===== config.mk =====
export PLATFORM = sky130hd
export DESIGN_NAME = lsu
export DESIGN_NICKNAME = d
export VERILOG_FILES = /design/src/verilog/mem_stage_pkg.sv /design/src/verilog/lsu.sv
export SDC_FILE = /design/constraint.sdc
export NUM_CORES = 1
export LEC_CHECK = 0
export BUFFER_PORTS_ARGS = -buffer_cell sky130_fd_sc_hd__buf_2
export CORE_AREA = 2 2 76 78
export DETAILED_ROUTE_END_ITERATION = 12
export DIE_AREA = 0 0 78 80
export PLACE_DENSITY = 0.58
export SLEW_MARGIN = 30
export SYNTH_ARGS = -nofsm -noshare
export SYNTH_HDL_FRONTEND = slang
export SYNTH_SLANG_ARGS = --single-unit

===== constraint.sdc =====
create_clock -name vclk -period 2.95
set_clock_uncertainty 0.1 [all_clocks]
set_input_delay 0.7375 -clock vclk [all_inputs]
set_output_delay 0.7375 -clock vclk [all_outputs]
set_load 0.1 [all_outputs]

===== src/verilog/mem_stage_pkg.sv =====
package mem_stage_pkg;

    // Datapath widths.
    localparam int XLEN       = 32;
    localparam int REG_ADDR_W = 5;
    localparam int CSR_ADDR_W = 12;
    localparam int MEM_ADDR_W = 32;

    // Access size of a load or store.
    typedef enum logic [1:0] {
        MEM_BYTE = 2'b00,
        MEM_HALF = 2'b01,
        MEM_WORD = 2'b10
    } mem_size_e;

    // Memory part of the instruction, 5 bits.
    typedef struct packed {
        logic      mem_en;
        logic      mem_we;
        mem_size_e mem_size;
        logic      mem_unsigned;
    } mem_op_t;

    // CSR write, 45 bits.
    typedef struct packed {
        logic                  we;
        logic [CSR_ADDR_W-1:0] waddr;
        logic [XLEN-1:0]       wdata;
    } csr_wr_t;

    // Register write-back, 38 bits.
    typedef struct packed {
        logic                  we;
        logic [REG_ADDR_W-1:0] addr;
        logic [XLEN-1:0]       data;
    } wb_t;

    // Bundle handed over by execute, 120 bits.
    typedef struct packed {
        logic                  rd_we;
        logic [REG_ADDR_W-1:0] rd_addr;
        logic [XLEN-1:0]       rd_mem_data;  // ALU result, or store data
        logic [MEM_ADDR_W-1:0] mem_addr;
        mem_op_t               mem_op;
        csr_wr_t               csr;
    } ex_ls_t;

    // Data RAM request, 70 bits. Address is a word address.
    typedef struct packed {
        logic                  en;
        logic                  we;
        logic [3:0]            be;
        logic [MEM_ADDR_W-1:0] addr;
        logic [XLEN-1:0]       wdata;
    } mem_req_t;

endpackage

===== src/verilog/lsu.sv =====
`timescale 1ns/1ps

module lsu (
    // Latched bundle from EX/LS.
    input  logic [5:0]              stall_i,
    input  mem_stage_pkg::ex_ls_t   ls_i,

    // To data RAM.
    output mem_stage_pkg::mem_req_t req_o
);

    logic [1:0]                     offset;
    logic [3:0]                     be;
    logic [mem_stage_pkg::XLEN-1:0] wdata;
    logic [mem_stage_pkg::XLEN-1:0] store_val;

    assign offset    = ls_i.mem_addr[1:0];
    assign store_val = ls_i.rd_mem_data;

    // Byte enables from size and byte offset.
    always_comb begin
        case (ls_i.mem_op.mem_size)
            mem_stage_pkg::MEM_BYTE: begin
                be = 4'b0001 << offset;
            end
            mem_stage_pkg::MEM_HALF: begin
                be = offset[1] ? 4'b1100 : 4'b0011;
            end
            default: begin
                be = 4'b1111;
            end
        endcase
    end

    // Replicate narrow store data so every enabled lane carries it.
    always_comb begin
        case (ls_i.mem_op.mem_size)
            mem_stage_pkg::MEM_BYTE: begin
                wdata = {4{store_val[7:0]}};
            end
            mem_stage_pkg::MEM_HALF: begin
                wdata = {2{store_val[15:0]}};
            end
            default: begin
                wdata = store_val;
            end
        endcase
    end

    // No access while WB holds, so its read word stays put.
    assign req_o.en    = ls_i.mem_op.mem_en & ~stall_i[4];
    assign req_o.we    = ls_i.mem_op.mem_en & ls_i.mem_op.mem_we;
    assign req_o.be    = be;
    assign req_o.addr  = {2'b00, ls_i.mem_addr[mem_stage_pkg::MEM_ADDR_W-1:2]};
    assign req_o.wdata = wdata;

endmodule


==> results.toml <==
[floorplan]
rows = 27
core_area_um2 = 5410
die_x_um = 78
die-height_um = 80
initial_core_util_pct = 14.4
boundaryPins = 196
die-area_um2 = 6240

[placed_design]
hpwlAfterDp_um = 1830
port_buffers = 77
placed_area_um2 = 1250
gp_congestion = 0.638

[global_routing]
use_met2_pct = 11.0
grtUsageTotal_pct = 6.07
antenna_found_initial = 0
grt_pass1_vias = 665
busiest_layer = "met2"
grt_max_degree = 16
grt_first_pass_wirelength_um = 3150
grt_use_met1_pct = 7.25
grt_overflow = 0
met3_usage_pct = 1.92

[timing]
fin_crit_sh_pct = 87.6
fmax_ghz = 0.387
tns_ns = 0
drv_slew = 0
min_period_ns = 2.58
hold_violations = 0
setup_viol = 0
grt_setup_unrepaired = "false"

[yosys]
ys_types = 15
yosys_warnings = 0
synthCells = 95
yosysMostFrequentCell = "buf_4"
synthTopCellsByArea = "buf_4 38%, mux2_2 22%, mux2i_1 10%, o21ai_2 9.0%, buf_6 4.3%"
yosys.area.top_type = "buf_4"
yosys.area.top_type_share_pct = 38.5
mappedNetlistArea_um2 = 781
yosysSeqAreaShare_pct = 0
syn_avg_cell_area_um2 = 8.22
synthTopCellsByCount = "40 x buf_4, 15 x mux2_2, 8 x mux2i_1, 8 x nand2_1, 8 x o21ai_2"

[pwr]
ir_drop_mv = 0.149
powerDensity_nw_per_um2 = 403
power_leakage_nw = 0.619

[detailed_routing]
post-route-drc-count = 0
firstDrtPassIters = 4
wire_per_inst_um = 10.3
drtAntennaViolNets = 0
via_per_inst = 3.53
totalWireLength_um = 2100
vias = 720
drtIter0Drc = 15

[cells_and_area]
area_delta_synth_final_pct = 59.9
multi_input_area_um2 = 432
seq_cells = 0
clkbuf_count = 0
diodes = 0
stdcell_area_um2 = 1250
ff_latch_area_um2 = 0
nFillCells = 606
finalNetCount = 260
drive_above_1_share_pct = 78.8

[critical_path]
endpoint_kind = "output port"
critPathArrivalTime_ns = 1.75
worstPathRequired_ns = 2.11
startpoint_type = "primary input"
critical_path_class = "primary input to output port"
crit_fanout = 8
crit_path_start = "ls_i[47]"
crit_path_end = "req_o[8]"

[min_path]
min_path_cells = 0
hold_path.class = "primary input to output port"

[clocking]
cts_hold_buffers = 0
cts.repair.resized = 0
cts_setup_buffers = 0

[run_status]
status = "complete, no violations"

[job]
cap_violations = 0
report_power, final:
part | total [mW] | internal (mW) | switching (mW) | leakage, nW
registers | 0 | 0 | 0 | 0
clock network | 0 | 0 | 0 | 0
logic | 0.504 | 0.146 | 0.357 | 0.619
cells in the final DEF, fill, tap and decap left out, types with 2 or more instances in the layout:
| cell | count |
|---|---|
| buf_12 | 21 |
| buf_2 | 56 |
| buf_4 | 3 |
| conb_1 | 2 |
| mux2_2 | 15 |
| mux2i_1 | 8 |
| nand2_1 | 8 |
| nor2b_1 | 2 |
| o21ai_2 | 8 |
| o21bai_1 | 4 |
critical path: stages:
cell	delay [ns]
buf_2	0.13
nor2_4	0.29
mux2_1	0.40
buf_12	0.18
cell families after synthesis:
kind of cell | share of synthesized area, %
mux | 33.3
simple gates | 8.17
buf+inv | 45.2
compound gates | 12.8
other cells | 0.480
through the flow:
step / instances / hold WS [ns] / util, % / power [mW] / worst slack, ns
global placement: 204 / 1.38 / 23.1 / 0.505 / 0.353
finish: 204 / 1.38 / 23.1 / 0.504 / 0.366
CTS: 204 / 1.38 / 23.1 / 0.508 / 0.341
detailed placement: 204 / 1.38 / 23.1 / 0.507 / 0.345
global route: 204 / 1.38 / 23.1 / 0.520 / 0.305
floorplan: 96 / 1.59 / - / 0.554 / -0.226
metal layers:
metal,up-vias,part of all wire [%]
met1,314,36
met5,-,0
met3,4,12
li1,352,-
met2,50,51
met4,0,0.57
area by class of cell:
class,count,area share (%)
repair buffers,80,57.9
well taps,72,7.21
inverters,1,0.301
multi-input cells,51,34.6
how the worst min path moves through the flow:
| stage | slack (ns) | end | from |
|---|---|---|---|
| global placement | 1.38 | req_o[33] | ls_i[53] |
| floorplan | 1.59 | req_o[0] | ls_i[82] |
| detailed placement | 1.38 | req_o[33] | ls_i[53] |
| global route | 1.38 | req_o[40] | ls_i[60] |
| finish | 1.38 | req_o[38] | ls_i[58] |
| CTS | 1.38 | req_o[33] | ls_i[53] |
No activity file was read; power rests on OpenSTA's default activity.
