### src/verilog/mem_stage_pkg.sv
package mem_stage_pkg;

    // Datapath widths.
    localparam int XLEN       = 32;
    localparam int REG_ADDR_W = 5;
    localparam int CSR_ADDR_W = 12;
    localparam int MEM_ADDR_W = 32;

    // Access size of a load or store.
    typedef enum logic [1:0] {
        MEM_BYTE = 2'b00,
        MEM_HALF = 2'b01,
        MEM_WORD = 2'b10
    } mem_size_e;

    // Memory part of the instruction, 5 bits.
    typedef struct packed {
        logic      mem_en;
        logic      mem_we;
        mem_size_e mem_size;
        logic      mem_unsigned;
    } mem_op_t;

    // CSR write, 45 bits.
    typedef struct packed {
        logic                  we;
        logic [CSR_ADDR_W-1:0] waddr;
        logic [XLEN-1:0]       wdata;
    } csr_wr_t;

    // Register write-back, 38 bits.
    typedef struct packed {
        logic                  we;
        logic [REG_ADDR_W-1:0] addr;
        logic [XLEN-1:0]       data;
    } wb_t;

    // Bundle handed over by execute, 120 bits.
    typedef struct packed {
        logic                  rd_we;
        logic [REG_ADDR_W-1:0] rd_addr;
        logic [XLEN-1:0]       rd_mem_data;  // ALU result, or store data
        logic [MEM_ADDR_W-1:0] mem_addr;
        mem_op_t               mem_op;
        csr_wr_t               csr;
    } ex_ls_t;

    // Data RAM request, 70 bits. Address is a word address.
    typedef struct packed {
        logic                  en;
        logic                  we;
        logic [3:0]            be;
        logic [MEM_ADDR_W-1:0] addr;
        logic [XLEN-1:0]       wdata;
    } mem_req_t;

endpackage
### src/verilog/ls_wb.sv
`timescale 1ns/1ps

module ls_wb (
    input  logic                           clk,
    input  logic                           reset_i,

    // From EX/LS and data RAM.
    input  mem_stage_pkg::ex_ls_t          ls_i,
    input  logic [mem_stage_pkg::XLEN-1:0] rdata_i,

    // From pipeline controller.
    input  logic [5:0]                     stall_i,
    input  logic [4:0]                     flush_i,

    // To register file.
    output mem_stage_pkg::wb_t             wb_o
);

    localparam int XLEN = mem_stage_pkg::XLEN;

    logic                                clr;
    logic                                load;
    logic                                rd_we_q;
    mem_stage_pkg::mem_op_t              mem_op_q;
    logic [mem_stage_pkg::REG_ADDR_W-1:0] rd_addr_q;
    logic [XLEN-1:0]                     rd_mem_data_q;
    logic [1:0]                          offset_q;
    logic [XLEN-1:0]                     shifted;
    logic [XLEN-1:0]                     load_val;
    logic                                is_load;

    assign clr  = (stall_i[4] & ~stall_i[5]) | flush_i[4];
    assign load = ~stall_i[4];

    always_ff @(posedge clk) begin
        if (reset_i) begin
            rd_we_q  <= 1'b0;
            mem_op_q <= '0;
        end else if (clr) begin
            rd_we_q  <= 1'b0;
            mem_op_q <= '0;
        end else if (load) begin
            rd_we_q  <= ls_i.rd_we;
            mem_op_q <= ls_i.mem_op;
        end
    end

    always_ff @(posedge clk) begin
        if (load) begin
            rd_addr_q     <= ls_i.rd_addr;
            rd_mem_data_q <= ls_i.rd_mem_data;
            offset_q      <= ls_i.mem_addr[1:0];
        end
    end

    // Bring the addressed lane down to bit 0.
    assign shifted = rdata_i >> {offset_q, 3'b000};
    assign is_load = mem_op_q.mem_en & ~mem_op_q.mem_we;

    always_comb begin
        case (mem_op_q.mem_size)
            mem_stage_pkg::MEM_BYTE: begin
                load_val = {{(XLEN-8){shifted[7] & ~mem_op_q.mem_unsigned}}, shifted[7:0]};
            end
            mem_stage_pkg::MEM_HALF: begin
                load_val = {{(XLEN-16){shifted[15] & ~mem_op_q.mem_unsigned}}, shifted[15:0]};
            end
            default: begin
                load_val = rdata_i;
            end
        endcase
    end

    assign wb_o.we   = rd_we_q;
    assign wb_o.addr = rd_addr_q;
    assign wb_o.data = is_load ? load_val : rd_mem_data_q;

endmodule

### config.mk
export PLATFORM = sky130hd
export DESIGN_NAME = ls_wb
export DESIGN_NICKNAME = d
export VERILOG_FILES = /design/src/verilog/mem_stage_pkg.sv /design/src/verilog/ls_wb.sv
export SDC_FILE = /design/constraint.sdc
export NUM_CORES = 1
export LEC_CHECK = 0
export BUFFER_PORTS_ARGS = -buffer_cell sky130_fd_sc_hd__buf_4
export CAP_MARGIN = 5
export CORE_MARGIN = 3
export CORE_UTILIZATION = 39
export CTS_BUF_LIST = sky130_fd_sc_hd__clkbuf_2 sky130_fd_sc_hd__clkbuf_4 sky130_fd_sc_hd__clkbuf_8
export CTS_CLUSTER_DIAMETER = 100
export DETAILED_ROUTE_END_ITERATION = 12
export GPL_ROUTABILITY_DRIVEN = 0
export GPL_TIMING_DRIVEN = 0
export PLACE_DENSITY = 0.78
export SKIP_LAST_GASP = 1
export SYNTH_ARGS = -nofsm -noshare
export SYNTH_HDL_FRONTEND = slang
export SYNTH_SLANG_ARGS = --single-unit
### constraint.sdc
create_clock -name clk -period 2.35 [get_ports clk]
set_input_delay 0.1175 -clock clk [delete_from_list [all_inputs] [get_ports clk]]
set_output_delay 0.1175 -clock clk [all_outputs]
set_load 0.03 [all_outputs]
==> Flow_metrics.wiki <==
{| class="wikitable"
! Metric !! Value
|-
| Clk pin slew, worst setup/hold paths || approximately 0.090 ns
|-
| Area taken by flip-flops and latches || roughly 0.0013 sq mm
|-
| Number of synthesized register bits || 45
|-
| Count of nets after finishing || ~550
|-
| Synthesized Nets || around 390
|-
| Top area cells in the synthesized netlist || sky130_fd_sc_hd__edfxtp_1 (50%), sky130_fd_sc_hd__nand3_1 (6.8%), sky130_fd_sc_hd__mux2i_1 (6.0%), sky130_fd_sc_hd__dfxtp_1 (5.1%), sky130_fd_sc_hd__nand2_1 (5.0%)
|-
| Static Leak || ~1.7 nW
|-
| Path class of the lowest-slack min-delay path || in -> reg
|-
| Slew of the pin with the lowest slew margin || approximately 0.85 ns
|-
| Unrepaired setup endpoints after global routing || yes
|-
| Residual DRC count || 0
|-
| Clock Sinks || 45
|-
| Yosys top cell area share || 0.500
|-
| Max-cap check violation count || 0
|-
| GRT Residual Overflow || 0
|-
| Classification of the worst setup path || reg -> out
|-
| Total number of vias || approximately 2500
|-
| Largest stage delay on the critical path || 0.47 ns
|-
| Port Buffer Count || between 100 and 150
|-
| Worst-skew pair later-pin latency || approximately 0.3 ns
|-
| Max VDD drop || between 0.3 and 0.4 mV
|-
| Power density cells || around 560 mW/mm^2
|-
| Startpoint type of the worst setup path || register
|-
| Required time worst endpoint || approximately 2.2 ns
|-
| Standard-cell rows || 27
|-
| Top cell type by total area after synthesis || sky130_fd_sc_hd__edfxtp_1
|-
| Total CTS buffers || 5
|-
| Final clock skew || 0 ns
|-
| Cell-by-cell trace of the critical path || buf_4 -> mux2_2 -> o21ai_0 -> a2111o_1 -> buf_4 -> nand3_1 -> buf_6
|-
| Via density per instance || 5.33
|-
| Slowest library cell on the worst path || sky130_fd_sc_hd__a2111o_1
|-
| Buffers from clock root to sink, at most || 2
|-
| Die area || roughly 0.0070 sq mm
|-
| DP HPWL || 5.68 mm
|-
| Crit. End Element || output pin
|-
| Clock tree from TritonCTS || yes
|-
| Detailed-router iteration count before antenna repair || 4
|-
| Total count of hold-check failures in the final report || 0
|-
| Remaining number of nets flagged by the antenna check after routing || 0
|-
| DP Area || approximately 0.0033 sq mm
|-
| Synth-to-Final Area Change || 64.7%
|-
| Netlist area before placement || 0.00234 sq mm
|-
| Largest net degree at the start of global routing || roughly 40
|-
| Status || complete, no violations
|-
| Max-slew violations || 0
|-
| End-of-flow core utilization || 0.684
|-
| Fmax achieved || around 0.44 GHz
|-
| Cell at the root of the clock tree || sky130_fd_sc_hd__clkbuf_8
|-
| Post-synthesis instance total || about 220
|-
| Filler instances || 426
|-
| Library cell appearing most often on the critical path || sky130_fd_sc_hd__buf_4
|-
| Initial DRC Count || about 210
|-
| Number of distinct library cell variants in the gate-level netlist after synthesis || 29
|-
| Total GRT Usage || 0.237
|-
| Mean post-synth cell area || roughly 10 sq um
|-
| Share of layout cells above drive strength 1 || 0.379
|-
| Arrival @ worst endpoint || ~2.2 ns
|-
| Average wire length per cell after detail routing || roughly 18 um
|-
| Sequential share of the synthesized area || 0.551
|-
| Setup TNS || 0 ns
|-
| Horizontal extent of the die || 83.5 um
|-
| Total number of H-tree levels || 2
|-
| Number of top-level pins || around 200
|-
| Vertical extent of the die || ~83 um
|-
| Period utilization || 0.977
|-
| Initial core utilization || 0.415
|-
| Antenna violations before repair || 0
|-
| Number of endpoints failing setup at the final stage || 0
|-
| Post-route standard cell area excluding fillers || around 0.0039 sq mm
|-
| Warning count from the yosys run || 0
|-
| Total wire length || 8.23 mm
|-
| Core area || about 0.0056 sq mm
|-
| Ant diodes || 0
|-
| Wire length of the first global-routing pass || 12.9 mm
|-
| Crit path time final || about 2.3 ns
|-
| Via count of the first global-routing pass || 2495
|-
| CP max FO || 6
|-
| Max-slew headroom || 0.433
|-
| Multi-input gate area || 958 sq um
|}
sequential cells by signal (all words and copies together) (netlist names):
signal,count
rd_we_q,1
mem_op_q,5
offset_q,2
rd_mem_data_q,32
rd_addr_q,5
metrics by stage:
step                      instances  worst slack [ns]  total power, mW  hold WS, ns
after global placement          414             0.192             1.50        0.296
after CTS                       462            0.0352             2.17       0.0391
after global routing            462           -0.0252             2.27       0.0488
after floorplan                 224             0.393             1.26        0.216
final                           462            0.0530             2.18       0.0435
after detailed placement        414             0.314             1.51        0.297
placed cells by master, fill, tap and decap left out, types with 5 or more instances in the layout:
cell	synthesis	routed
sky130_fd_sc_hd__o22a_1	8	8
sky130_fd_sc_hd__a2bb2oi_1	7	7
sky130_fd_sc_hd__edfxtp_1	39	39
sky130_fd_sc_hd__dfxtp_1	6	6
sky130_fd_sc_hd__nand3_1	32	32
sky130_fd_sc_hd__a21oi_1	8	8
sky130_fd_sc_hd__clkbuf_1	14	10
sky130_fd_sc_hd__mux2i_1	14	14
sky130_fd_sc_hd__o21ai_0	10	10
sky130_fd_sc_hd__dlygate4sd3_1	0	39
sky130_fd_sc_hd__clkbuf_8	0	5
sky130_fd_sc_hd__nor2_1	10	10
sky130_fd_sc_hd__nand2_1	31	31
sky130_fd_sc_hd__or2_2	7	7
sky130_fd_sc_hd__o22ai_1	7	7
sky130_fd_sc_hd__buf_4	1	120
sky130_fd_sc_hd__a22oi_1	9	9
synthesized netlist by cell type:
library cell                count
sky130_fd_sc_hd__inv_1          2
sky130_fd_sc_hd__mux2_4         1
sky130_fd_sc_hd__mux2i_1       14
sky130_fd_sc_hd__edfxtp_1      39
sky130_fd_sc_hd__o22a_1         8
sky130_fd_sc_hd__nor2b_1        3
sky130_fd_sc_hd__a21oi_1        8
sky130_fd_sc_hd__clkbuf_1      14
sky130_fd_sc_hd__o22ai_1        7
sky130_fd_sc_hd__o21ai_1        1
sky130_fd_sc_hd__nand2b_1       3
sky130_fd_sc_hd__nor2_1        10
sky130_fd_sc_hd__or2_2          7
sky130_fd_sc_hd__mux2_2         1
sky130_fd_sc_hd__o31ai_2        1
sky130_fd_sc_hd__o21a_1         1
sky130_fd_sc_hd__o21ai_0       10
sky130_fd_sc_hd__dfxtp_1        6
sky130_fd_sc_hd__a22oi_1        9
sky130_fd_sc_hd__nand2_1       31
sky130_fd_sc_hd__buf_4          1
sky130_fd_sc_hd__buf_1          1
sky130_fd_sc_hd__and2b_1        1
sky130_fd_sc_hd__a2bb2oi_1      7
sky130_fd_sc_hd__a2111o_1       1
sky130_fd_sc_hd__nand3_1       32
sky130_fd_sc_hd__buf_2          2
sky130_fd_sc_hd__a32oi_1        1
sky130_fd_sc_hd__buf_6          2
final timing paths:
kind	from	endpoint	slack, ns	cells after the start
max	offset_q[1]	wb_o[16]	0.05	7
min	ls_i[45]	mem_op_q[0]	0.04	3
max reg2reg	mem_op_q[2]	mem_op_q[2]	1.01	4
min reg2reg	rd_we_q	rd_we_q	0.53	2
worst max-delay path: cells and delay by family, from the launching register on:
kind | cells | cell delay (ns)
multiplexers | 1 | 0.26
AND/OR/NAND/NOR | 1 | 0.11
buffers and inverters | 3 | 0.48
flip-flops | 1 | 0.45
AO/OA/AOI/OAI | 2 | 0.57
repair_timing:
action | in CTS | in global routing
gates cloned | 0 | 0
buffers inserted | 1 | 1
hold buffers | 39 | 0
pin swaps | 1 | 1
gates resized for setup | 1 | 8
setup endpoints to repair | 15 | 31
endpoints found under the hold margin | 39 | 0
power by group:
| part | switching (mW) | internal (mW) |
|---|---|---|
| registers | 0.0198 | 0.931 |
| clock network | 0.290 | 0.325 |
| logic | 0.320 | 0.292 |
| total | 0.630 | 1.55 |
layout make-up:
class	count	share of cell area
Multi-Input combinational cell	157	0.248
Clock buffer	5	0.0178
Timing Repair Buffer	159	0.336
Buffer	19	0.0256
Clock inverter	3	0.0123
Inverter	2	0.00195
Sequential cell	45	0.335
Tap cell	72	0.0234
logic make-up after synthesis:
logic type | synth area share
multiplexers | 0.0710
flip-flops | 0.551
AO/OA/AOI/OAI | 0.161
buffers and inverters | 0.0443
AND/OR/NAND/NOR | 0.172
layer usage:
layer  GRT usage  wire length, um  part of all wire  vias to the layer above
li1            -                -                 -                     1161
met1       0.315             3450              0.42                     1155
met2       0.367             3770              0.46                      133
met3      0.0800              872              0.11                       13
met4      0.0716              136             0.017                        0
met5           0                0                 0                        -
(Power assumes the default switching activity.)
