**config.mk**
```make
export PLATFORM = sky130hd
export DESIGN_NAME = ex_ls
export DESIGN_NICKNAME = d
export VERILOG_FILES = /design/src/verilog/mem_stage_pkg.sv /design/src/verilog/ex_ls.sv
export SDC_FILE = /design/constraint.sdc
export NUM_CORES = 1
export LEC_CHECK = 0
export BUFFER_PORTS_ARGS = -buffer_cell sky130_fd_sc_hd__buf_2
export CORE_MARGIN = 2
export CORE_UTILIZATION = 25
export CTS_BUF_LIST = sky130_fd_sc_hd__clkbuf_4 sky130_fd_sc_hd__clkbuf_8
export CTS_CLUSTER_SIZE = 14
export DETAILED_ROUTE_END_ITERATION = 12
export PLACE_DENSITY = 0.49
export SYNTH_ARGS = -nofsm -noshare
export SYNTH_HDL_FRONTEND = slang
export SYNTH_SLANG_ARGS = --single-unit
```
**constraint.sdc**
```tcl
create_clock -name clk -period 1.1 [get_ports clk]
set_input_delay 0 -clock clk [delete_from_list [all_inputs] [get_ports clk]]
set_output_delay 0 -clock clk [all_outputs]
set_load 0.01 [all_outputs]
```
**src/verilog/mem_stage_pkg.sv**
```systemverilog
package mem_stage_pkg;

    // Datapath widths.
    localparam int XLEN       = 32;
    localparam int REG_ADDR_W = 5;
    localparam int CSR_ADDR_W = 12;
    localparam int MEM_ADDR_W = 32;

    // Access size of a load or store.
    typedef enum logic [1:0] {
        MEM_BYTE = 2'b00,
        MEM_HALF = 2'b01,
        MEM_WORD = 2'b10
    } mem_size_e;

    // Memory part of the instruction, 5 bits.
    typedef struct packed {
        logic      mem_en;
        logic      mem_we;
        mem_size_e mem_size;
        logic      mem_unsigned;
    } mem_op_t;

    // CSR write, 45 bits.
    typedef struct packed {
        logic                  we;
        logic [CSR_ADDR_W-1:0] waddr;
        logic [XLEN-1:0]       wdata;
    } csr_wr_t;

    // Register write-back, 38 bits.
    typedef struct packed {
        logic                  we;
        logic [REG_ADDR_W-1:0] addr;
        logic [XLEN-1:0]       data;
    } wb_t;

    // Bundle handed over by execute, 120 bits.
    typedef struct packed {
        logic                  rd_we;
        logic [REG_ADDR_W-1:0] rd_addr;
        logic [XLEN-1:0]       rd_mem_data;  // ALU result, or store data
        logic [MEM_ADDR_W-1:0] mem_addr;
        mem_op_t               mem_op;
        csr_wr_t               csr;
    } ex_ls_t;

    // Data RAM request, 70 bits. Address is a word address.
    typedef struct packed {
        logic                  en;
        logic                  we;
        logic [3:0]            be;
        logic [MEM_ADDR_W-1:0] addr;
        logic [XLEN-1:0]       wdata;
    } mem_req_t;

endpackage
```
**src/verilog/ex_ls.sv**
```systemverilog
`timescale 1ns/1ps

module ex_ls (
    input  logic                  clk,
    input  logic                  reset_i,

    // From execute.
    input  mem_stage_pkg::ex_ls_t ex_i,

    // From pipeline controller.
    input  logic [5:0]            stall_i,
    input  logic [4:0]            flush_i,

    // To load/store unit and write-back register.
    output mem_stage_pkg::ex_ls_t ls_o
);

    logic                  clr;
    logic                  load;
    mem_stage_pkg::ex_ls_t ls_q;

    // Bubble when this stage holds but the next one moves on.
    assign clr  = (stall_i[3] & ~stall_i[4]) | flush_i[3];
    assign load = ~stall_i[3];

    // Clear wins over load; a zeroed bundle has every enable low.
    always_ff @(posedge clk) begin
        if (reset_i) begin
            ls_q <= '0;
        end else if (clr) begin
            ls_q <= '0;
        end else if (load) begin
            ls_q <= ex_i;
        end
    end

    assign ls_o = ls_q;

endmodule

```
==> results of run 1 <==
## final timing paths
| check | start | endpoint | slack (ns) | depth (start not counted) |
|---|---|---|---|---|
| worst min register to register | ls_o[99]$_SDFFE_PP0N_ | ls_o[99]$_SDFFE_PP0N_ | 0.47 | 2 |
| worst max-delay path | stall_i[3] | ls_o[64]$_SDFFE_PP0N_ | 0.09 | 5 |
| worst max register to register | ls_o[2]$_SDFFE_PP0N_ | ls_o[2]$_SDFFE_PP0N_ | 0.44 | 2 |
| worst min-delay path | flush_i[3] | ls_o[8]$_SDFFE_PP0N_ | 0.11 | 4 |
## power groups by stage
stage	clock [mW]	sequential [mW]	combinational (mW)
6_report	4.21	4.55	1.59
5_1_grt	4.62	4.57	1.73
4_1_cts	4.43	4.55	1.60
3_5_place_dp	0	4.65	1.26
3_3_place_gp	0	4.65	1.27
2_1_floorplan	0	4.71	0.727
## layout by cell type (no fill, tap or decap)
master / synthesis / routed
dlygate4sd3_1: 0 / 122
or2_4: 0 / 1
nand2b_1: 120 / 120
clkinv_4: 0 / 4
a21oi_2: 100 / 100
dfxtp_1: 120 / 120
buf_6: 1 / 1
bufinv_16: 0 / 2
nand3_2: 100 / 100
a21oi_1: 20 / 20
buf_12: 11 / 9
nand3_1: 20 / 20
inv_6: 0 / 2
clkinvlp_4: 0 / 4
buf_4: 9 / 16
clkbuf_8: 0 / 21
buf_2: 15 / 242
## cell type report
cell class / count / area (um^2)
clock buffer: 20 / 275
clock inverter: 12 / 143
sequential: 120 / 2400
tap: 285 / 357
multi-input combinational: 361 / 2840
fill: 2267 / 13700
timing repair buffer: 391 / 2760
## routing by layer
metal  up-vias  routed length [um]
met5         -                   0
met4         0                 241
met3        17                1050
met2       168                7220
met1      2283                7420
li1       2528                   -
## timing repair
action | 4_1_cts | 5_1_grt
hold endpoints to repair | 120 | 0
endpoints found under the setup margin | 0 | 0
hold buffers | 122 | 0
## through the flow
| step | setup WS, ns | instance area (um^2) | hold slack, ns | power [mW] | instances |
|---|---|---|---|---|---|
| after detailed placement | 0.213 | 7130 | 0.261 | 5.91 | 1035 |
| final | 0.0904 | 8770 | 0.113 | 10.4 | 1189 |
| after floorplan | 0.327 | 5670 | 0.149 | 5.44 | 533 |
| after CTS | 0.0810 | 8770 | 0.0707 | 10.6 | 1189 |
| after global routing | 0.0399 | 8770 | 0.0956 | 10.9 | 1189 |
| after global placement | 0.231 | 7130 | 0.257 | 5.92 | 1035 |
## worst max-delay path: cells and delay by family
kind / cells / cell delay, ns
AO/OA/AOI/OAI: 1 / 0.05
buffers and inverters: 3 / 1.09
AND/OR/NAND/NOR: 1 / 0.16
## kinds of logic (layout without fill, tap and decap cells)
logic type,count (synthesis),in the layout,share of synthesized area (%)
compound gates,120,120,17.2
buf+inv,52,423,7.66
flops,120,120,42.4
simple gates,241,241,32.8
==> results.ini, run 1 <==
[floorplanning]
fp.dieH_um=155
initial_core_util_pct=25.3
dieArea_um2=23900
core_area_um2=22400
rows=55
die_w_um=155
io_pins=253

[timing]
hold_violations=0
fin_crit_ns=1.01
setup_viol=0
max_freq_ghz=0.991
tightest_slew_ns=0.398
maxSlewHeadroom_pct=73.5
grt_setup_unrepaired=false
clock-skew-final_ns=0
slew_viol_final=0
final.setup.tns_ns=0
period_share_pct=91.8

[yosys]
synth_top_area_share_pct=42.4
syn_nets=666
synthArstFlopShare_pct=0
seq_area_frac_synth_pct=42.4
ys_types=12
synth_edf_count=0
synth_area_leaders=dfxtp_1 (42%), nand3_2 (18%), a21oi_2 (15%)
syn_inst=533
syn_area_um2=5670
ys_top_cells_by_count=dfxtp_1 (120), nand2b_1 (120), a21oi_2 (100), nand3_2 (100)
synth_warnings=0
syn_avg_cell_area_um2=10.6
synthFlopType=dfxtp_1
synth.largest_area_cell=dfxtp_1
ys_ff_latch=120

[pwr]
p_per_area_nw_per_um2=1180
comb_power_share_pct=15.4
max-vdd-ir-drop_v=0.000584
p_leak_nw=3.46
intPower_mw=7.53
switching_share_pct=27.3
p_sw_mw=2.83
clkPwrFrac_pct=40.7
seq_power_share_pct=43.9

[setup_path]
critical_path_class=primary input to register
cp.arrival_ns=1.31
start_kind=primary input
cpPeakStageDelay_ns=0.55
path_max_fanout=38
crit_required_ns=1.40
path_cells=dlygate4sd3_1 > clkbuf_8 > buf_12 > nand2b_1 > a21oi_2
crit_slowest_cell=dlygate4sd3_1
endpoint_kind=register

[global_route]
grt_pass1_vias=5043
use_met1_pct=16.5
grt_max_degree=55
grt.total_usage_pct=13.1
use_met2_pct=21.4
antenna_found_initial=0
grt_overflow_total=0
grt_pass1_wl_um=25400
busiest_layer=met2
use_met3_pct=4.03

[clocking]
cts_max_path_buffers=2
cts_tree=yes
post_cts_buffers=0
cts-root-buf=clkbuf_8
clk_latency_ns=0.43
ctsResizeCount=0
cts_buffers=17
cts_max_level=4
clk_pin_slew_worst_paths_ns=0.09
clock_sinks=120

[finish]
drive_gt1_share_pct=55.5
nets=1024
fin_util_pct=39.1
antenna_cells=0
largest_register_ffs=120
area_growth_pct=54.7

[placed_design]
gp_congestion=0.701
dpl.hpwl_um=10200
io_buffers=244

[hold_path]
hold_class=primary input to register

[drt]
drtPass1Iterations=4
drt_iter0_drc=149
post_drt_via_cell_ratio=4.20
vias=4996
ant_nets=0
wl_um=15900
drcViolationCount=0
wire_per_inst_um=13.4

[outcome]
outcome=complete, no violations

[job]
drv_cap=0

No activity file was read; power rests on OpenSTA's default activity.
==> inputs of run 2 (changes only) <==
--- a/config.mk
+++ b/config.mk
@@ -7,11 +7,11 @@
 export LEC_CHECK = 0
 export BUFFER_PORTS_ARGS = -buffer_cell sky130_fd_sc_hd__buf_2
 export CORE_MARGIN = 2
-export CORE_UTILIZATION = 25
+export CORE_UTILIZATION = 30
 export CTS_BUF_LIST = sky130_fd_sc_hd__clkbuf_4 sky130_fd_sc_hd__clkbuf_8
 export CTS_CLUSTER_SIZE = 14
 export DETAILED_ROUTE_END_ITERATION = 12
-export PLACE_DENSITY = 0.49
+export PLACE_DENSITY = 0.56
 export SYNTH_ARGS = -nofsm -noshare
 export SYNTH_HDL_FRONTEND = slang
 export SYNTH_SLANG_ARGS = --single-unit
==> constraint.sdc (replaced) <==
create_clock -name clk -period 1.2 [get_ports clk]
set_input_delay 0 -clock clk [delete_from_list [all_inputs] [get_ports clk]]
set_output_delay 0 -clock clk [all_outputs]
set_load 0.01 [all_outputs]
==> results.ini, run 2 (synthesized netlist as in run 1, its figures left out) <==
[floorplanning]
io_pins=253  ; unchanged
dieArea_um2=20000  ; was 23,900 um^2
initial_core_util_pct=30.4  ; was 25.3%
fp.dieH_um=141  ; was 155 um
rows=50  ; was 55
core_area_um2=18600  ; was 22,400 um^2
die_w_um=141  ; was 155 um

[setup_path]
crit_slowest_cell=dlygate4sd3_1  ; unchanged
crit_path_start=ls_o[115]$_SDFFE_PP0N_  ; was stall_i[3]
critical_path_class=register to register  ; was primary input to register
r2r-end=ls_o[115]$_SDFFE_PP0N_  ; was ls_o[2]$_SDFFE_PP0N_
endpoint_kind=register  ; unchanged
cp.arrival_ns=1.53  ; was 1.31 ns
r2r_cells=3  ; was 2
cpPeakStageDelay_ns=0.55  ; about the same
path_max_fanout=2  ; was 38
crit_required_ns=1.57  ; was 1.40 ns
crit_family=buffers and inverters  ; unchanged
cp.buffers_inverters=1  ; was 3
r2r_setup_slack_ns=0.04  ; was 0.44 ns
start_kind=register  ; was primary input
path_cells=nand3_1 > a21oi_1 > dlygate4sd3_1  ; was dlygate4sd3_1 > clkbuf_8 > buf_12 > nand2b_1 > a21oi_2
regToRegStartpoint=ls_o[115]$_SDFFE_PP0N_  ; was ls_o[2]$_SDFFE_PP0N_

[global_route]
grt_overflow_total=0  ; unchanged
use_met1_pct=19.4  ; was 16.5%
use_met2_pct=26.5  ; was 21.4%
grt_max_degree=47  ; was 55
grt_pass1_wl_um=25800  ; was 25,400 um
busiest_layer=met2  ; unchanged
grt_pass1_vias=5330  ; was 5,043
antenna_found_initial=0  ; unchanged
grt.total_usage_pct=15.9  ; was 13.1%
use_met3_pct=5.13  ; was 4.03%

[drt]
vias=5049  ; was 4,996
post_drt_via_cell_ratio=4.41  ; was 4.20
drcViolationCount=0  ; unchanged
drt_iter0_drc=121  ; was 149
drtPass1Iterations=6  ; was 4
ant_nets=0  ; unchanged
wire_per_inst_um=13.9  ; was 13.4 um
wl_um=15900  ; about the same

[finish]
fillers=1751  ; was 2,267
regArea_um2=2420  ; was 2400 um^2
final_cells=1145  ; was 1,189
nets=1033  ; was 1,024
antenna_cells=0  ; unchanged
layout_common_cells=buf_2 (242), dlygate4sd3_1 (135), nand2b_1 (120)  ; was buf_2 (242), dlygate4sd3_1 (122), nand2b_1 (120), dfxtp_1 (120)
fin_util_pct=47.3  ; was 39.1%
mostFrequentLayoutCell=buf_2  ; unchanged
drive_gt1_share_pct=56.4  ; was 55.5%
largest_register_ffs=120  ; unchanged
area_growth_pct=55.4  ; was 54.7%
multi_input_area_um2=2840  ; about the same

[placed_design]
io_buffers=244  ; unchanged
gp_congestion=0.727  ; was 0.701
dpl.hpwl_um=9730  ; was 10,200 um
dp_slack_ns=0.256  ; was 0.213 ns
dp.cells=978  ; was 1,035

[timing]
hold_violations=0  ; unchanged
slew_viol_final=0  ; unchanged
final.setup.tns_ns=0  ; unchanged
setup_viol=0  ; unchanged
clock-skew-final_ns=0  ; unchanged
setup_ws_ns=0.0405  ; was 0.0904 ns
maxSlewHeadroom_pct=77.2  ; was 73.5%
max_freq_ghz=0.862
fin_crit_ns=1.16
tightest_slew_ns=0.341  ; was 0.398 ns
period_share_pct=96.6
hold_ws_ns=0.0281  ; was 0.113 ns

[hold_path]
min_from=flush_i[3]  ; unchanged
hold_depth=3  ; was 4
holdPathEnd=ls_o[65]$_SDFFE_PP0N_  ; was ls_o[8]$_SDFFE_PP0N_
hold_class=primary input to register  ; unchanged

[clocking]
cts-root-buf=clkbuf_8  ; unchanged
cts_max_path_buffers=2  ; unchanged
cts_max_level=4  ; unchanged
clk_latency_ns=0.42  ; was 0.43 ns
clk_pin_slew_worst_paths_ns=0.07  ; was 0.09 ns
clock_sinks=120  ; unchanged
cts_buffers=17  ; unchanged
cts_tree=yes  ; unchanged

[pwr]
p_leak_nw=3.55  ; was 3.46 nW
p_per_area_nw_per_um2=1070  ; was 1180 nW/um^2
max-vdd-ir-drop_v=0.000663  ; was 0.000584 V

[job]
drv_cap=0  ; unchanged

[outcome]
outcome=complete, no violations  ; unchanged

[run 2: changes by cell type in the layout (fill, tap and decap cells not counted), sizes merged]
| cell | change |
|---|---|
| buf | -4 |
| dlymetal6s4s | +1 |
| clkinvlp | -2 |
| inv | -2 |
| dlygate4sd3 | +13 |
| bufinv | +1 |
[run 2: worst min-delay path, stage by stage]
cell     delay [ns]
buf_2          0.07
or2_4          0.30
a21oi_2        0.04
[run 2: layout make-up]
class | count | area share [%]
timing repair buffer | 400 | 32.3
clock inverter | 9 | 1.42
sequential | 120 | 27.5
tap | 234 | 3.32
clock buffer | 21 | 3.14
multi-input combinational | 361 | 32.3
[run 2: how the worst max path moves through the flow]
stage	endpoint	cells past startpoint
2_1_floorplan	ls_o[100]$_SDFFE_PP0N_	4
6_report	ls_o[115]$_SDFFE_PP0N_	3
4_1_cts	ls_o[22]$_SDFFE_PP0N_	3
3_5_place_dp	ls_o[91]$_SDFFE_PP0N_	4
3_3_place_gp	ls_o[75]$_SDFFE_PP0N_	4
5_1_grt	ls_o[116]$_SDFFE_PP0N_	3
[run 2: what timing repair did]
action                                 CTS  global route
resized for setup                        0            20
buffers inserted                         0             1
hold buffers                           141             2
endpoints found under the hold margin  120             7
setup endpoints to repair                0            19
[run 2: stage by stage]
stage	power [mW]	cell area [um^2]
global route	9.92	8810
floorplan	4.98	5670
CTS	9.60	8820
finish	9.43	8810
global placement	5.39	7010
detailed placement	5.39	7010
[run 2: layer usage]
| layer | wire length, um | vias up |
|---|---|---|
| met5 | 0 | - |
| li1 | - | 2535 |
| met2 | 7520 | 169 |
| met1 | 7100 | 2327 |
| met4 | 245 | 0 |
| met3 | 1000 | 18 |
[run 2: where the power goes]
| part | internal [mW] | switching (mW) | total [mW] |
|---|---|---|---|
| sequential | 4.10 | 0.0735 | 4.18 |
| clock | 2.17 | 1.61 | 3.78 |
| combinational | 0.765 | 0.703 | 1.47 |
| total | 7.04 | 2.39 | 9.43 |
==> inputs of run 3 (changes only) <==
--- a/config.mk
+++ b/config.mk
@@ -6,12 +6,15 @@
 export NUM_CORES = 1
 export LEC_CHECK = 0
 export BUFFER_PORTS_ARGS = -buffer_cell sky130_fd_sc_hd__buf_2
+export CELL_PAD_IN_SITES_DETAIL_PLACEMENT = 1
+export CELL_PAD_IN_SITES_GLOBAL_PLACEMENT = 2
 export CORE_MARGIN = 2
 export CORE_UTILIZATION = 30
 export CTS_BUF_LIST = sky130_fd_sc_hd__clkbuf_4 sky130_fd_sc_hd__clkbuf_8
 export CTS_CLUSTER_SIZE = 14
 export DETAILED_ROUTE_END_ITERATION = 12
-export PLACE_DENSITY = 0.56
+export PLACE_DENSITY = 0.86
+export SETUP_SLACK_MARGIN = 0.05
 export SYNTH_ARGS = -nofsm -noshare
 export SYNTH_HDL_FRONTEND = slang
 export SYNTH_SLANG_ARGS = --single-unit
==> results.ini, run 3 (synthesized netlist as in run 1, its figures left out) <==
[outcome]
outcome=complete, no violations  ; unchanged

[setup_path]
cp.buffers_inverters=3  ; was 1
endpoint_kind=register  ; unchanged
start_kind=primary input  ; was register
crit_family=buffers and inverters  ; unchanged
path_cells=dlygate4sd3_1 > clkbuf_8 > buf_12 > nand2b_1 > a21oi_2  ; was nand3_1 > a21oi_1 > dlygate4sd3_1
cpPeakStageDelay_ns=0.54  ; was 0.55 ns
r2r_cells=2  ; was 3
path_max_fanout=39  ; was 2
critical_path_class=primary input to register  ; was register to register
crit_required_ns=1.50  ; was 1.57 ns
crit_slowest_cell=dlygate4sd3_1  ; unchanged
crit_cells=5  ; was 3
cp.arrival_ns=1.39  ; was 1.53 ns

[clocking]
cts-root-buf=clkbuf_8  ; unchanged
cts_buffers=17  ; unchanged
cts_max_level=4  ; unchanged
clock_sinks=120  ; unchanged
cts_tree=yes  ; unchanged
cts_max_path_buffers=2  ; unchanged
clk_pin_slew_worst_paths_ns=0.08  ; was 0.07 ns
clk_latency_ns=0.43  ; was 0.42 ns

[timing]
setup_ws_ns=0.112  ; was 0.0405 ns
period_share_pct=90.7  ; was 96.6%
slew_viol_final=0  ; unchanged
setup_viol=0  ; unchanged
final.setup.tns_ns=0  ; unchanged
grt_setup_unrepaired=false
hold_violations=0  ; unchanged
fin_crit_ns=1.09  ; was 1.16 ns
max_freq_ghz=0.919  ; was 0.862 GHz
maxSlewHeadroom_pct=70.4  ; was 77.2%
clock-skew-final_ns=0  ; unchanged
tightest_slew_ns=0.443  ; was 0.341 ns

[drt]
vias=5223  ; was 5,049
drcViolationCount=0  ; unchanged
wire_per_inst_um=16.1  ; was 13.9 um
ant_nets=0  ; unchanged
drtPass1Iterations=4  ; was 6
wl_um=18300  ; was 15,900 um
post_drt_via_cell_ratio=4.57  ; was 4.41
drt_iter0_drc=142  ; was 121

[pwr]
p_sw_mw=2.64  ; was 2.39 mW
seq_power_share_pct=43.0  ; was 44.3%
intPower_mw=7.07  ; was 7.04 mW
max-vdd-ir-drop_v=0.000575  ; was 0.000663 V
switching_share_pct=27.2  ; was 25.3%
comb_power_share_pct=15.7  ; was 15.6%
p_per_area_nw_per_um2=1100  ; was 1070 nW/um^2
p_leak_nw=3.50  ; was 3.55 nW
power_mw=9.71  ; was 9.43 mW
clkPwrFrac_pct=41.3  ; was 40.1%

[global_route]
antenna_found_initial=0  ; unchanged
grt_pass1_vias=5673  ; was 5,330
grt.total_usage_pct=18.4  ; was 15.9%
grt_max_degree=62  ; was 47
grt_overflow_total=0  ; unchanged
grt_pass1_wl_um=29300  ; was 25,800 um

[placed_design]
dpl.hpwl_um=10900  ; was 9730 um
dp_slack_ns=0.223  ; was 0.256 ns
gp_congestion=0.714  ; was 0.727
io_buffers=244  ; unchanged

[finish]
mostFrequentLayoutCell=buf_2  ; unchanged
fin_util_pct=47.1  ; was 47.3%
multi_input_area_um2=2840  ; about the same
regArea_um2=2400  ; was 2420 um^2
antenna_cells=0  ; unchanged
layout_common_cells=buf_2 (242), dlygate4sd3_1 (122), nand2b_1 (120), dfxtp_1 (120)  ; was buf_2 (242), dlygate4sd3_1 (135), nand2b_1 (120)
largest_register_ffs=120  ; unchanged
drive_gt1_share_pct=55.7  ; was 56.4%
area_growth_pct=55.0  ; was 55.4%
fillers=2134  ; was 1,751
nets=1028  ; was 1,033

[floorplanning]
die_w_um=141  ; unchanged
initial_core_util_pct=30.4  ; unchanged
fp.dieH_um=141  ; unchanged
rows=50  ; unchanged
core_area_um2=18600  ; unchanged
io_pins=253  ; unchanged
dieArea_um2=20000  ; unchanged

[hold_path]
hold_depth=4  ; was 3
hold_class=primary input to register  ; unchanged

[job]
drv_cap=0  ; unchanged

-- run 3: per-stage QoR --
| stage | hold WS, ns | std cells | area [um^2] |
|---|---|---|---|
| after CTS | 0.183 | 1142 | 8780 |
| after global placement | 0.256 | 988 | 7130 |
| after detailed placement | 0.261 | 988 | 7130 |
| final | 0.214 | 1142 | 8790 |
| after global routing | 0.193 | 1142 | 8790 |
| after floorplan | 0.149 | 533 | 5670 |
-- run 3: power by group through the flow --
stage                     Combinational [mW]  Clock (mW)  Sequential [mW]
after floorplan                        0.667           0             4.32
after global placement                  1.17           0             4.26
after detailed placement                1.19           0             4.26
after CTS                               1.50        4.17             4.17
after global routing                    1.65        4.34             4.19
final                                   1.52        4.01             4.17
-- run 3: cell type report --
class	count	area share, %
flip-flops and latches	120	27.3
repair buffers	395	32.2
multi-input cells	361	32.3
clock buffers	19	2.98
well taps	234	3.33
clock inverters	13	1.92
-- run 3: tightest hold or removal path: stages --
cell	delay [ns]
buf_2	0.08
or2_4	0.14
buf_12	0.33
a21oi_2	0.04
-- run 3: path summary, 6_finish.rpt --
| path | slack, ns | to | from |
|---|---|---|---|
| worst max register to register | 0.51 | ls_o[43]$_SDFFE_PP0N_ | ls_o[43]$_SDFFE_PP0N_ |
| worst max-delay path | 0.11 | ls_o[104]$_SDFFE_PP0N_ | stall_i[3] |
| worst min register to register | 0.47 | ls_o[41]$_SDFFE_PP0N_ | ls_o[41]$_SDFFE_PP0N_ |
| worst min-delay path | 0.21 | ls_o[29]$_SDFFE_PP0N_ | flush_i[3] |
-- run 3: metal layers --
layer / vias to the layer above / part of all wire (%) / GRT usage, %
met5: - / 0 / 0
met4: 0 / 1.9 / 6.58
met3: 28 / 6.7 / 6.01
met2: 179 / 49 / 32.2
met1: 2483 / 42 / 21.0
li1: 2533 / - / -
-- run 3: repair_timing --
item	in CTS	in global routing
buffers inserted	0	0
endpoints found under the hold margin	120	0
endpoints found under the setup margin	0	1
gates resized for setup	0	1
hold buffers	122	0
